**src/pkt_pkg.sv**
```systemverilog
`default_nettype none

package pkt_pkg;

    // Packet memory holds 4096 bytes as 512 words of 64 bits
    localparam int unsigned BYTE_ADDR_WIDTH = 12;
    localparam int unsigned WORD_ADDR_WIDTH = 9;
    localparam int unsigned WORD_BYTES      = 8;
    localparam int unsigned WORD_WIDTH      = 64;
    localparam int unsigned OFFSET_WIDTH    = 3;
    localparam int unsigned MEM_DEPTH       = 512;

    // Capture side delivers 32-bit big-endian words
    localparam int unsigned CAP_WIDTH     = 32;
    localparam int unsigned CAP_CNT_WIDTH = WORD_ADDR_WIDTH + 1;

    // Byte length of the captured packet
    localparam int unsigned PLEN_WIDTH = 32;

    // Read strobe to read data, and load strobe to load result
    localparam int unsigned MEM_LAT  = 2;
    localparam int unsigned LOAD_LAT = 3;

    // Load result width, always one CPU word
    localparam int unsigned LOAD_WIDTH = 32;

    // Byte count of a load span inside one memory word, 0 to 8
    typedef logic [OFFSET_WIDTH:0] span_t;

    // Transfer size, BPF size-field order; value 3 is illegal
    typedef enum logic [1:0] {
        XFER_W = 2'd0,
        XFER_H = 2'd1,
        XFER_B = 2'd2
    } xfer_size_e;

endpackage

`default_nettype wire
```
**src/pkt_writer.sv**
```systemverilog
`timescale 1ns/100ps
`default_nettype none

module pkt_writer (
    input  wire logic                                clk,
    input  wire logic                                rst,

    // Capture stream
    input  wire logic                                cap_stb_i,
    input  wire logic [pkt_pkg::CAP_WIDTH-1:0]       cap_data_i,
    input  wire logic                                cap_end_i,

    // Write port of the packet memory
    output logic                                     wr_en_o,
    output logic [1:0]                               wr_lane_o,
    output logic [pkt_pkg::WORD_ADDR_WIDTH-1:0]      wr_addr_o,
    output logic [pkt_pkg::CAP_WIDTH-1:0]            wr_data_o,

    // Latched packet length in bytes
    output logic [pkt_pkg::PLEN_WIDTH-1:0]           byte_len_o
);

    // Count of 32-bit words written in the current packet
    logic [pkt_pkg::CAP_CNT_WIDTH-1:0] wr_cnt;

    // Word count including a final word that comes with the end strobe
    logic [pkt_pkg::CAP_CNT_WIDTH:0]   word_total;

    logic [pkt_pkg::PLEN_WIDTH-1:0]    byte_len_q;

    // Write goes out in the same cycle as the capture strobe
    assign wr_en_o   = cap_stb_i;
    assign wr_data_o = cap_data_i;

    // Upper count bits select the 64-bit memory word
    assign wr_addr_o = wr_cnt[pkt_pkg::CAP_CNT_WIDTH-1:1];

    // Even word goes to lane 0, the most significant half (big-endian)
    assign wr_lane_o = {wr_cnt[0], ~wr_cnt[0]};

    assign word_total = {1'b0, wr_cnt} + {{pkt_pkg::CAP_CNT_WIDTH{1'b0}}, cap_stb_i};

    always_ff @(posedge clk) begin
        if (!rst) begin
            wr_cnt <= '0;
        end else if (cap_end_i) begin
            // Next packet starts at address zero
            wr_cnt <= '0;
        end else if (cap_stb_i) begin
            wr_cnt <= wr_cnt + 1'b1;
        end
    end

    // Length is four bytes per captured word, held until the next end strobe
    always_ff @(posedge clk) begin
        if (!rst) begin
            byte_len_q <= '0;
        end else if (cap_end_i) begin
            byte_len_q <= {
                {(pkt_pkg::PLEN_WIDTH - pkt_pkg::CAP_CNT_WIDTH - 3){1'b0}},
                word_total,
                2'b00
            };
        end
    end

    assign byte_len_o = byte_len_q;

endmodule

`default_nettype wire

```
**config.mk**
```make
export PLATFORM = sky130hd
export DESIGN_NAME = pkt_writer
export DESIGN_NICKNAME = d
export VERILOG_FILES = /design/src/pkt_pkg.sv /design/src/pkt_writer.sv
export SDC_FILE = /design/constraint.sdc
export NUM_CORES = 1
export LEC_CHECK = 0
export BUFFER_PORTS_ARGS = -buffer_cell sky130_fd_sc_hd__buf_2
export CAP_MARGIN = 25
export CELL_PAD_IN_SITES_DETAIL_PLACEMENT = 0
export CELL_PAD_IN_SITES_GLOBAL_PLACEMENT = 1
export CORE_MARGIN = 8
export CORE_UTILIZATION = 26
export CTS_CLUSTER_SIZE = 14
export DETAILED_ROUTE_END_ITERATION = 8
export PLACE_DENSITY = 0.8
export SLEW_MARGIN = 0
export SYNTH_ARGS = -nofsm -noshare
export SYNTH_HDL_FRONTEND = slang
export SYNTH_SLANG_ARGS = --single-unit
```
**constraint.sdc**
```tcl
create_clock -name clk -period 1.95 [get_ports clk]
set_input_delay 0.39 -clock clk [delete_from_list [all_inputs] [get_ports clk]]
set_output_delay 0.39 -clock clk [all_outputs]
set_load 0.05 [all_outputs]
```
==> impl_metrics.ini <==
[worst_hold_path]
hold_start = rst
hold_path_class = in -> reg
holdPathStages = 3
min_to = byte_len_o[10]

[logic_synthesis]
synth_seq_cells = 21
seq_area_frac_synth_pct = 29.7
ys_warn_count = 0
syn_inst = 170
synth_area_sq_um = 1410
synthDistinctLibCells = 28
syn_area_per_cell_sq_um = 8.32

[routing]
via_per_inst = 4.14
wire_per_inst_um = 12.6
drt_iter0_drc = 101
antenna_left = 0
drc = 0
dr.pass1.iters = 4
wl_um = 2940
via_count = 964

[worst_setup_path]
required_ns = 2.14
critPathLaunch = wr_cnt[1]
cp_max_fo = 8
cp-start-kind = flop
cp.arrival_ns = 1.76
cp_slowest_cell = or4_1
critPathCaptureType = flop
crit_family = simple AND/OR/NAND/NOR gates
slowest_delay_ns = 0.51
r2r_start = wr_cnt[1]
cp_cell_sequence = ha_1, nand2_1, or4_1, a21oi_1
r2r_slack_ns = 0.38
reg2reg_depth = 4
worstReg2RegEnd = wr_cnt[8]
worstSetupPathType = reg -> reg
worst-path-buf-inv = 0

[cts]
cts_buffer_depth = 2
holdBufCountCts = 0
path_clk_slew_ns = 0.08
cts.sinks = 21
cts_root_buffer = clkbuf_8
htreeDepth = 1
tritoncts = built
post_cts_resize_count = 0
clock_latency_ns = 0.26
post_cts_buffers = 0
cts-buffers-inserted = 3

[placement]
dpl.hpwl_um = 2260
pre_cts_slack_ns = 0.239
gp_congestion = 0.724
portBuffers = 26
place_inst = 229

[die]
pin_count = 112
initial_utilization_pct = 26.3
rows = 27
die_h_um = 89.7
die-area_sq_um = 8050
core-area_sq_um = 5370
die_w_um = 89.7

[status]
status = complete, no violations

[cells_and_area]
final_cells = 233
syn_to_final_growth_pct = -5.84
diodes = 0
n_fill_cell = 591
multi_input_area_sq_um = 599
regArea_sq_um = 420
nets = 202
drive_above_1_share_pct = 22.4

[run]
maxCapViolations = 0

[global_routing]
grt_pass1_wl_um = 4860
grt_max_degree = 23
antenna_found_initial = 0
grt_overflow_total = 0
grt_pass1_vias = 957
grt_usage_pct = 7.24

[power]
peakVddDrop_v = 0.000195
p_leak_nw = 0.565
p_per_area_nw_per_um2 = 696

[timing]
setup_tns_ns = 0
skew_ns = 0.00293
slew_violations = 0
fin_hold_ws_ns = 0.436
fin_ws_ns = 0.382
rsz0062_at_grt = no
fmax_mhz = 638
min_period_ns = 1.57
setup_violations = 0
hold_violations = 0
period_share_pct = 80.4
-- kinds of logic (layout without fill, tap and decap cells) --
| group | after synthesis | count (layout) | share of synthesized area (%) |
|---|---|---|---|
| multiplexers | 3 | 3 | 2.12 |
| AND/OR/NAND/NOR | 38 | 38 | 14.9 |
| adder cells (fa/ha/maj) | 4 | 4 | 3.54 |
| flip-flops | 21 | 21 | 29.7 |
| buffers and inverters | 67 | 38 | 33.2 |
| AO/OA/AOI/OAI | 29 | 29 | 11.9 |
| XOR/XNOR | 7 | 7 | 4.34 |
| other | 1 | 21 | 0.265 |
-- synthesized netlist by cell type --
cell type | instances | area [sq um]
nand3_1 | 4 | 20.0
clkbuf_1 | 4 | 15.0
conb_1 | 1 | 3.75
dfxtp_1 | 21 | 420
buf_4 | 55 | 413
o31ai_1 | 4 | 30.0
o21ai_0 | 11 | 55.1
inv_1 | 4 | 15.0
or4_1 | 4 | 30.0
nand4_2 | 1 | 12.5
nand2b_1 | 2 | 12.5
nand4_1 | 5 | 31.3
a31oi_1 | 3 | 18.8
a211oi_1 | 1 | 7.51
a21oi_1 | 8 | 40.0
xor2_1 | 4 | 35.0
a311oi_1 | 2 | 17.5
mux2i_1 | 3 | 30.0
xnor2_1 | 3 | 26.3
buf_2 | 1 | 5.00
nand2_1 | 4 | 15.0
or3_1 | 6 | 37.5
nor2_1 | 10 | 37.5
buf_6 | 1 | 11.3
clkbuf_2 | 2 | 10.0
ha_1 | 4 | 50.1
or3_2 | 1 | 7.51
and2_1 | 1 | 6.26
-- layout make-up --
class                   count  share of cell area [%]
clock buffers               3                    3.10
clock inverters             1                   0.376
inverters                   4                    1.13
multi-input cells         102                    45.0
flip-flops and latches     21                    31.6
well taps                  72                    6.77
repair buffers             30                    12.0
-- cells in the final DEF, fill, tap and decap left out --
cell and instances:
buf_2 26, conb_1 21, dfxtp_1 21, o21ai_0 11, nor2_1 10, a21oi_1 8
or3_1 6, nand4_1 5, inv_1 4, nand2_1 4, o31ai_1 4, or4_1 4
xor2_1 4, nand3_1 4, ha_1 4, buf_4 4, mux2i_1 3, xnor2_1 3
a31oi_1 3, clkbuf_8 3, nand2b_1 2, a311oi_1 2, nand4_2 1, or3_2 1
and2_1 1, a211oi_1 1, clkinv_2 1
-- where the power goes --
group	leakage, nW	switching (mW)	internal (mW)
combinational	0.368	0.171	0.0273
clock	0.0255	0.140	0.142
sequential	0.171	0.00563	0.440
-- how the worst max path moves through the flow --
stage	slack, ns	cells past startpoint	to
2_1_floorplan	0.02	5	byte_len_o[8]
3_3_place_gp	0.29	6	byte_len_o[8]
3_5_place_dp	0.24	6	byte_len_o[8]
4_1_cts	0.37	4	wr_cnt[8]
5_1_grt	0.24	5	byte_len_o[8]
6_report	0.38	4	wr_cnt[8]
-- per-stage QoR --
step / utilization (%) / instance area [sq um] / power, mW
2_1_floorplan: - / 1490 / 0.836
5_1_grt: 24.8 / 1330 / 0.961
3_3_place_gp: 23.9 / 1280 / 0.653
6_report: 24.8 / 1330 / 0.926
4_1_cts: 24.8 / 1330 / 0.937
3_5_place_dp: 23.9 / 1280 / 0.654
-- metal layers --
layer | vias to the layer above | GRT usage (%) | wire, um
met5 | - | 0 | 0
met4 | 0 | 4.09 | 32
met3 | 6 | 2.58 | 227
met2 | 39 | 11.0 | 1360
met1 | 437 | 8.59 | 1320
li1 | 482 | - | -
-- sequential cells by signal (all words and copies together) (netlist names) --
| register | count |
|---|---|
| byte_len_o | 11 |
| wr_cnt | 10 |
-- worst register-to-register path: stages, from the launching register on --
cell and delay [ns]:
dfxtp_1 0.49, ha_1 0.22, nand2_1 0.13, or4_1 0.51
a21oi_1 0.14
Power figures use the tool's default switching activity.
