**config.mk**
```make
export PLATFORM = sky130hd
export DESIGN_NAME = load_adapter_flat
export DESIGN_NICKNAME = d
export VERILOG_FILES = /design/src/pkt_pkg.sv /design/src/mem_rd_if.sv /design/src/load_adapter.sv /design/src/flat_wrapper.sv
export SDC_FILE = /design/constraint.sdc
export NUM_CORES = 1
export LEC_CHECK = 0
export ABC_AREA = 1
export BUFFER_PORTS_ARGS = -buffer_cell sky130_fd_sc_hd__buf_2
export CORE_MARGIN = 2
export CORE_UTILIZATION = 40
export CTS_BUF_LIST = sky130_fd_sc_hd__clkbuf_16
export DETAILED_ROUTE_END_ITERATION = 6
export GPL_TIMING_DRIVEN = 0
export HOLD_SLACK_MARGIN = 0.03
export PLACE_DENSITY = 0.79
export SLEW_MARGIN = 40
export SYNTH_ARGS = -nofsm -noshare
export SYNTH_HDL_FRONTEND = slang
export SYNTH_SLANG_ARGS = --single-unit
```
**constraint.sdc**
```tcl
create_clock -name clk -period 6.2 [get_ports clk]
set_clock_uncertainty 0.1 [all_clocks]
set_input_delay 0.31 -clock clk [delete_from_list [all_inputs] [get_ports clk]]
set_output_delay 0.31 -clock clk [all_outputs]
set_load 0.1 [all_outputs]
```
**src/pkt_pkg.sv**
```systemverilog
`default_nettype none

package pkt_pkg;

    // Packet memory holds 4096 bytes as 512 words of 64 bits
    localparam int unsigned BYTE_ADDR_WIDTH = 12;
    localparam int unsigned WORD_ADDR_WIDTH = 9;
    localparam int unsigned WORD_BYTES      = 8;
    localparam int unsigned WORD_WIDTH      = 64;
    localparam int unsigned OFFSET_WIDTH    = 3;
    localparam int unsigned MEM_DEPTH       = 512;

    // Capture side delivers 32-bit big-endian words
    localparam int unsigned CAP_WIDTH     = 32;
    localparam int unsigned CAP_CNT_WIDTH = WORD_ADDR_WIDTH + 1;

    // Byte length of the captured packet
    localparam int unsigned PLEN_WIDTH = 32;

    // Read strobe to read data, and load strobe to load result
    localparam int unsigned MEM_LAT  = 2;
    localparam int unsigned LOAD_LAT = 3;

    // Load result width, always one CPU word
    localparam int unsigned LOAD_WIDTH = 32;

    // Byte count of a load span inside one memory word, 0 to 8
    typedef logic [OFFSET_WIDTH:0] span_t;

    // Transfer size, BPF size-field order; value 3 is illegal
    typedef enum logic [1:0] {
        XFER_W = 2'd0,
        XFER_H = 2'd1,
        XFER_B = 2'd2
    } xfer_size_e;

endpackage

`default_nettype wire
```
**src/mem_rd_if.sv**
```systemverilog
`timescale 1ns/100ps
`default_nettype none

// Read request and response between the load adapter and the packet RAM
interface mem_rd_if;

    // Request, one word read per strobe
    logic                                rd_stb;
    logic [pkt_pkg::WORD_ADDR_WIDTH-1:0] rd_addr;

    // Response, MEM_LAT edges after the strobe is sampled
    logic [pkt_pkg::WORD_WIDTH-1:0] rd_data;
    logic                           rd_vld;

    // Load adapter side
    modport requester (
        output rd_stb,
        output rd_addr,
        input  rd_data,
        input  rd_vld
    );

    // Packet memory side
    modport responder (
        input  rd_stb,
        input  rd_addr,
        output rd_data,
        output rd_vld
    );

endinterface

`default_nettype wire

```
**src/load_adapter.sv**
```systemverilog
`timescale 1ns/100ps
`default_nettype none

module load_adapter (
    input  wire logic                                clk,
    input  wire logic                                rst,

    // Load request from the filter CPU
    input  wire logic                                load_stb_i,
    input  wire logic [pkt_pkg::BYTE_ADDR_WIDTH-1:0] load_addr_i,
    input  wire pkt_pkg::xfer_size_e                 load_size_i,
    input  wire logic [pkt_pkg::PLEN_WIDTH-1:0]      byte_len_i,

    // Packet memory read port
    mem_rd_if.requester                              rd,

    // Load result, LOAD_LAT cycles after the strobe
    output logic [pkt_pkg::LOAD_WIDTH-1:0]           load_data_o,
    output logic                                     load_vld_o,
    output logic                                     load_fault_o
);

    // Per-load context kept alongside the memory read
    typedef struct packed {
        logic [pkt_pkg::OFFSET_WIDTH-1:0] offset;
        pkt_pkg::xfer_size_e              size;
        logic                             fault;
    } load_ctx_t;

    logic [pkt_pkg::OFFSET_WIDTH-1:0] req_off;
    pkt_pkg::span_t                   req_bytes;
    pkt_pkg::span_t                   span_end;
    logic [pkt_pkg::PLEN_WIDTH:0]     end_addr;
    logic                             size_bad;
    logic                             req_fault;

    // Registered read request
    logic                                rd_stb_q;
    logic [pkt_pkg::WORD_ADDR_WIDTH-1:0] rd_addr_q;
    load_ctx_t                           req_ctx;

    // Context shift pipeline matching the memory latency
    load_ctx_t                           ctx_pipe [pkt_pkg::MEM_LAT];
    load_ctx_t                           ctx_out;

    logic [pkt_pkg::WORD_WIDTH-1:0]      shifted;
    logic [pkt_pkg::LOAD_WIDTH-1:0]      selected;
    logic [pkt_pkg::LOAD_WIDTH-1:0]      resized;

    assign req_off = load_addr_i[pkt_pkg::OFFSET_WIDTH-1:0];

    // Bytes covered by the load
    always_comb begin
        size_bad = 1'b0;
        case (load_size_i)
            pkt_pkg::XFER_W: req_bytes = pkt_pkg::span_t'(4);
            pkt_pkg::XFER_H: req_bytes = pkt_pkg::span_t'(2);
            pkt_pkg::XFER_B: req_bytes = pkt_pkg::span_t'(1);
            default: begin
                req_bytes = '0;
                size_bad  = 1'b1;
            end
        endcase
    end

    // One past the last byte, compared against the packet length
    assign end_addr = {{(pkt_pkg::PLEN_WIDTH + 1 - pkt_pkg::BYTE_ADDR_WIDTH){1'b0}}, load_addr_i}
                    + {{(pkt_pkg::PLEN_WIDTH - pkt_pkg::OFFSET_WIDTH){1'b0}}, req_bytes};

    // Span past byte 7 would need a second memory word
    assign span_end = {1'b0, req_off} + req_bytes;

    assign req_fault = size_bad
                     || (end_addr > {1'b0, byte_len_i})
                     || (span_end > pkt_pkg::span_t'(pkt_pkg::WORD_BYTES));

    always_ff @(posedge clk) begin
        if (!rst) begin
            rd_stb_q <= 1'b0;
        end else begin
            rd_stb_q <= load_stb_i;
        end
    end

    always_ff @(posedge clk) begin
        rd_addr_q      <= load_addr_i[pkt_pkg::BYTE_ADDR_WIDTH-1:pkt_pkg::OFFSET_WIDTH];
        req_ctx.offset <= req_off;
        req_ctx.size   <= load_size_i;
        req_ctx.fault  <= req_fault;
    end

    assign rd.rd_stb  = rd_stb_q;
    assign rd.rd_addr = rd_addr_q;

    always_ff @(posedge clk) begin
        ctx_pipe[0] <= req_ctx;
        for (int i = 1; i < pkt_pkg::MEM_LAT; i++) begin
            ctx_pipe[i] <= ctx_pipe[i-1];
        end
    end

    assign ctx_out = ctx_pipe[pkt_pkg::MEM_LAT-1];

    // Offset byte moves to the top, counted from the MSB (big-endian)
    assign shifted  = rd.rd_data << {ctx_out.offset, 3'b000};
    assign selected = shifted[pkt_pkg::WORD_WIDTH-1 -: pkt_pkg::LOAD_WIDTH];

    // Smaller sizes are zero-padded on the left
    always_comb begin
        case (ctx_out.size)
            pkt_pkg::XFER_W: resized = selected;
            pkt_pkg::XFER_H: resized = {16'h0000, selected[31:16]};
            pkt_pkg::XFER_B: resized = {24'h000000, selected[31:24]};
            default:         resized = '0;
        endcase
    end

    always_ff @(posedge clk) begin
        if (!rst) begin
            load_vld_o <= 1'b0;
        end else begin
            load_vld_o <= rd.rd_vld;
        end
    end

    always_ff @(posedge clk) begin
        if (rd.rd_vld) begin
            load_data_o  <= ctx_out.fault ? '0 : resized;
            load_fault_o <= ctx_out.fault;
        end
    end

endmodule

`default_nettype wire

```
**src/flat_wrapper.sv**
```systemverilog
// flat-port wrapper written by rule: the top's interface ports become plain ports
module load_adapter_flat 
  (clk, rst, load_stb_i, load_addr_i, load_size_i, byte_len_i, load_data_o, load_vld_o, load_fault_o, rd_rd_stb, rd_rd_addr, rd_rd_data, rd_rd_vld);
  mem_rd_if rd_i ();
  input  wire logic clk;
  input  wire logic rst;
  input  wire logic load_stb_i;
  input  wire logic [pkt_pkg::BYTE_ADDR_WIDTH-1:0] load_addr_i;
  input  wire pkt_pkg::xfer_size_e load_size_i;
  input  wire logic [pkt_pkg::PLEN_WIDTH-1:0] byte_len_i;
  output logic [pkt_pkg::LOAD_WIDTH-1:0] load_data_o;
  output logic load_vld_o;
  output logic load_fault_o;
  output wire logic [$bits(rd_i.rd_stb)-1:0] rd_rd_stb;
  output wire logic [$bits(rd_i.rd_addr)-1:0] rd_rd_addr;
  input wire logic [$bits(rd_i.rd_data)-1:0] rd_rd_data;
  input wire logic [$bits(rd_i.rd_vld)-1:0] rd_rd_vld;
  assign rd_rd_stb = rd_i.rd_stb;
  assign rd_rd_addr = rd_i.rd_addr;
  assign rd_i.rd_data = rd_rd_data;
  assign rd_i.rd_vld = rd_rd_vld;
  load_adapter u_core (.clk(clk), .rst(rst), .load_stb_i(load_stb_i), .load_addr_i(load_addr_i), .load_size_i(load_size_i), .byte_len_i(byte_len_i), .rd(rd_i), .load_data_o(load_data_o), .load_vld_o(load_vld_o), .load_fault_o(load_fault_o));
endmodule
```
==> flow_summary_export.csv <==
group,metric,value,unit
die,dieArea,11600,sq um
finish,design_area,5662,sq um
placement,numPortBuffers,157,
sta,fin_setup_tns,0,ns
setup_path,path_class,"input pin to flop",
die,pin_count,158,
setup_path,r2r-start,"u_core.ctx_pipe[0][10]",
setup_path,required,6.33,ns
setup_path,path_common_cell,"nand2_1",
setup_path,critPathCaptureType,"flop",
clock_tree,htree_num_levels,3,
finish,fin_nets,965,
synthesis,yosysTopAreaCell,"nand2_1",
clock_tree,clockBufferDepth,2,
finish,final_layout_size_suffix_gt1_share,24.91,%
placement,place_hpwl,10950,um
clock_tree,insertion_delay,0.33,ns
sta,fin_crit,3.022,ns
sta,fmax,330.9,MHz
die,die_y,107.7,um
sta,setup_slack,3.178,ns
power,power_density,242.6,nW/um^2
power,finalPower,1.374,mW
synthesis,synth_top_area_share,24.79,%
setup_path,cp-start-kind,"input pin",
die,start_util,41.47,%
setup_path,crit_path_top_delay_cell,"dlygate4sd3_1",
run,cap_violations,0,
placement,place_congestion,0.9241,
synthesis,yosysWarnings,0,
detailed_routing,num_vias,5046,
setup_path,critPathMaxFanout,4,
sta,worst_slew_pin_slew,0.7694,ns
hold_path,hp-start,"load_size_i[0]",
placement,place_ws,3.384,ns
grt,use_met1,30.17,%
die,fp.dieW,107.7,um
setup_path,timing.rr.end,"u_core.load_data_o[1]",
sta,slew_violations,0,
grt,use_met3,5.630,%
setup_path,rrSetupSlack,4.34,ns
finish,diodes,0,
clock_tree,cts_tree,"built",
die,num_rows,37,
finish,layout_common_cells,"284 x nand2_1, 175 x buf_2, 108 x nand3_1, 48 x inv_1, 33 x edfxtp_1",
sta,relSlewSlack,48.71,%
grt,top_usage_layer,"met2",
finish,area_delta_synth_final,31.66,%
synthesis,synthTopCellsByArea,"nand2_1 25%, edfxtp_1 23%, dfxtp_1 14%, nand3_1 13%, ha_1 4.7%",
clock_tree,cts_root_buffer,"clkbuf_16",
grt,grt_max_degree,35,
grt,grt_use_total,25.48,%
grt,grt_use_met2,44.61,%
setup_path,cp_top_family,"simple AND/OR/NAND/NOR gates",
synthesis,ys_seq_area_share,36.54,%
synthesis,synth_area,4300,sq um
status,status,"completed",
detailed_routing,drc,0,
clock_tree,cts_setup_buffers,0,
setup_path,cpPeakStageDelay,0.52,ns
power,cellLeakagePower,3.110,nW
die,core_area,10370,sq um
sta,fin_crit_sh,48.75,%
synthesis,syn_area_per_cell,6.565,sq um
clock_tree,cts.sinks,62,
sta,setup_viol,0,
detailed_routing,drt_iter0_drc,364,
detailed_routing,via_per_inst,5.175,
finish,regArea,1572,sq um
detailed_routing,drt_pass1_iterations,5,
grt,grt-ovfl-total,0,
hold_path,holdCritPathClass,"input pin to flop",
grt,grt_pass1_vias,4816,
grt,grt_pass1_wl,22820,um
setup_path,cp.arrival,3.15,ns
synthesis,ys_ff_latch,62,
grt,antenna_found_initial,0,
clock_tree,cts-resized-gates,0,
finish,multiInputGateArea,2354,sq um
finish,nFillCells,1057,
hold_path,holdPathEnd,"u_core.req_ctx[1]",
clock_tree,clkSlewWorstSetupHoldPaths,0.06,ns
detailed_routing,final_antenna_net_count,0,
synthesis,yosysUniqueCellTypes,28,
hold_path,holdPathStages,1,
setup_path,crit_path_cell_trace,"dlygate4sd3_1 > buf_2 > inv_1 > nor2_1 > ha_1 > fa_1 > nand3_1 > nand2_1 > nand2_1 > nor2_1 > nand3_1 > xor2_1 > inv_1 > ha_1 > nand4_1 > nor3_1 > nor3_1 > nand2_1 > nand2_1",
clock_tree,cts-buffers-inserted,9,
synthesis,syn_inst,655,
detailed_routing,wl_per_cell,14.72,um
setup_path,reg2regPathDepth,11,
setup_path,path_buf_inv,4,
synthesis,syn_nets,786,
detailed_routing,detail_route.wirelength,14360,um
placement,postPlaceCellArea,5256,sq um
sta,finalHoldViolations,0,
sta,rsz0062_at_grt,"false",
finish,final_common_cell,"nand2_1",
power,ir_drop,0.1627,mV
## Yosys cell counts
library cell and instances:
o21a_1 1, edfxtp_1 33, o211ai_1 1, inv_2 5, buf_6 3, or2_2 1, fa_1 1, inv_1 48
and3b_1 1, nand2_2 4, buf_1 1, o21ai_0 11, nand3_1 108, clkinv_1 1, buf_2 18, nor2_4 1
nand2_1 284, nand4_1 3, nand3b_1 1, nor3_1 8, xnor2_1 3, clkbuf_1 2, a21oi_1 32, ha_1 16
dfxtp_1 29, buf_4 5, xor2_1 5, nor2_1 29
## report_power, final
part / internal [mW] / switching (mW) / total, mW
Sequential: 0.460 / 0.00847 / 0.468
Clock: 0.312 / 0.199 / 0.511
Combinational: 0.108 / 0.286 / 0.394
Total: 0.880 / 0.494 / 1.37
## cell type report
class / count / area share (%)
timing repair buffer: 168 / 15.82
sequential: 62 / 27.76
tap: 136 / 3.006
buffer: 29 / 3.050
clock inverter: 7 / 1.238
clock buffer: 9 / 3.978
multi-input combinational: 510 / 41.57
inverter: 54 / 3.580
## routing by layer
metal / up-vias / wire (um) / part of all wire, %
met5: - / 0 / 0
met4: 0 / 504 / 3.5
met2: 240 / 6953 / 48
met3: 41 / 1216 / 8.5
met1: 2291 / 5681 / 40
li1: 2474 / - / -
## how the worst max path moves through the flow
stage | from | to | slack (ns) | depth (start not counted)
after floorplan | load_size_i[1] | u_core.req_ctx[0] | 3.76 | 17
after global routing | load_size_i[1] | u_core.req_ctx[0] | 2.85 | 19
after global placement | load_size_i[1] | u_core.req_ctx[0] | 3.42 | 19
after CTS | load_size_i[1] | u_core.req_ctx[0] | 3.18 | 19
after detailed placement | load_size_i[1] | u_core.req_ctx[0] | 3.38 | 18
final | load_size_i[1] | u_core.req_ctx[0] | 3.18 | 19
## timing repair
action                     in CTS  in global routing
hold endpoints to repair       10                  1
hold buffers                   10                  1
setup endpoints to repair       0                  0
## state kept, by name (all words and copies together) (netlist names)
register,cells
u_core.rd.rd_stb,1
u_core.load_fault_o,1
u_core.ctx_pipe,12
u_core.rd.rd_addr,9
u_core.load_vld_o,1
u_core.req_ctx,6
u_core.load_data_o,32
## through the flow
step | utilization [%] | hold WS, ns | std cells
after floorplan | - | 0.2096 | 655
after global placement | 50.69 | 0.2099 | 948
after detailed placement | 50.69 | 0.2135 | 948
after CTS | 54.50 | 0.03031 | 974
after global routing | 54.60 | 0.03729 | 975
final | 54.60 | 0.03940 | 975
## cell families after synthesis
kind of cell	Yosys count	share of synthesized area, %
AOI/OAI and AO/OA	45	5.353
xor gates and xnor gates	8	1.629
adders and majority gates	17	5.121
buffers and inverters	83	8.729
DFF	62	36.54
and+or+nand+nor	440	42.62
(Power assumes the default switching activity.)
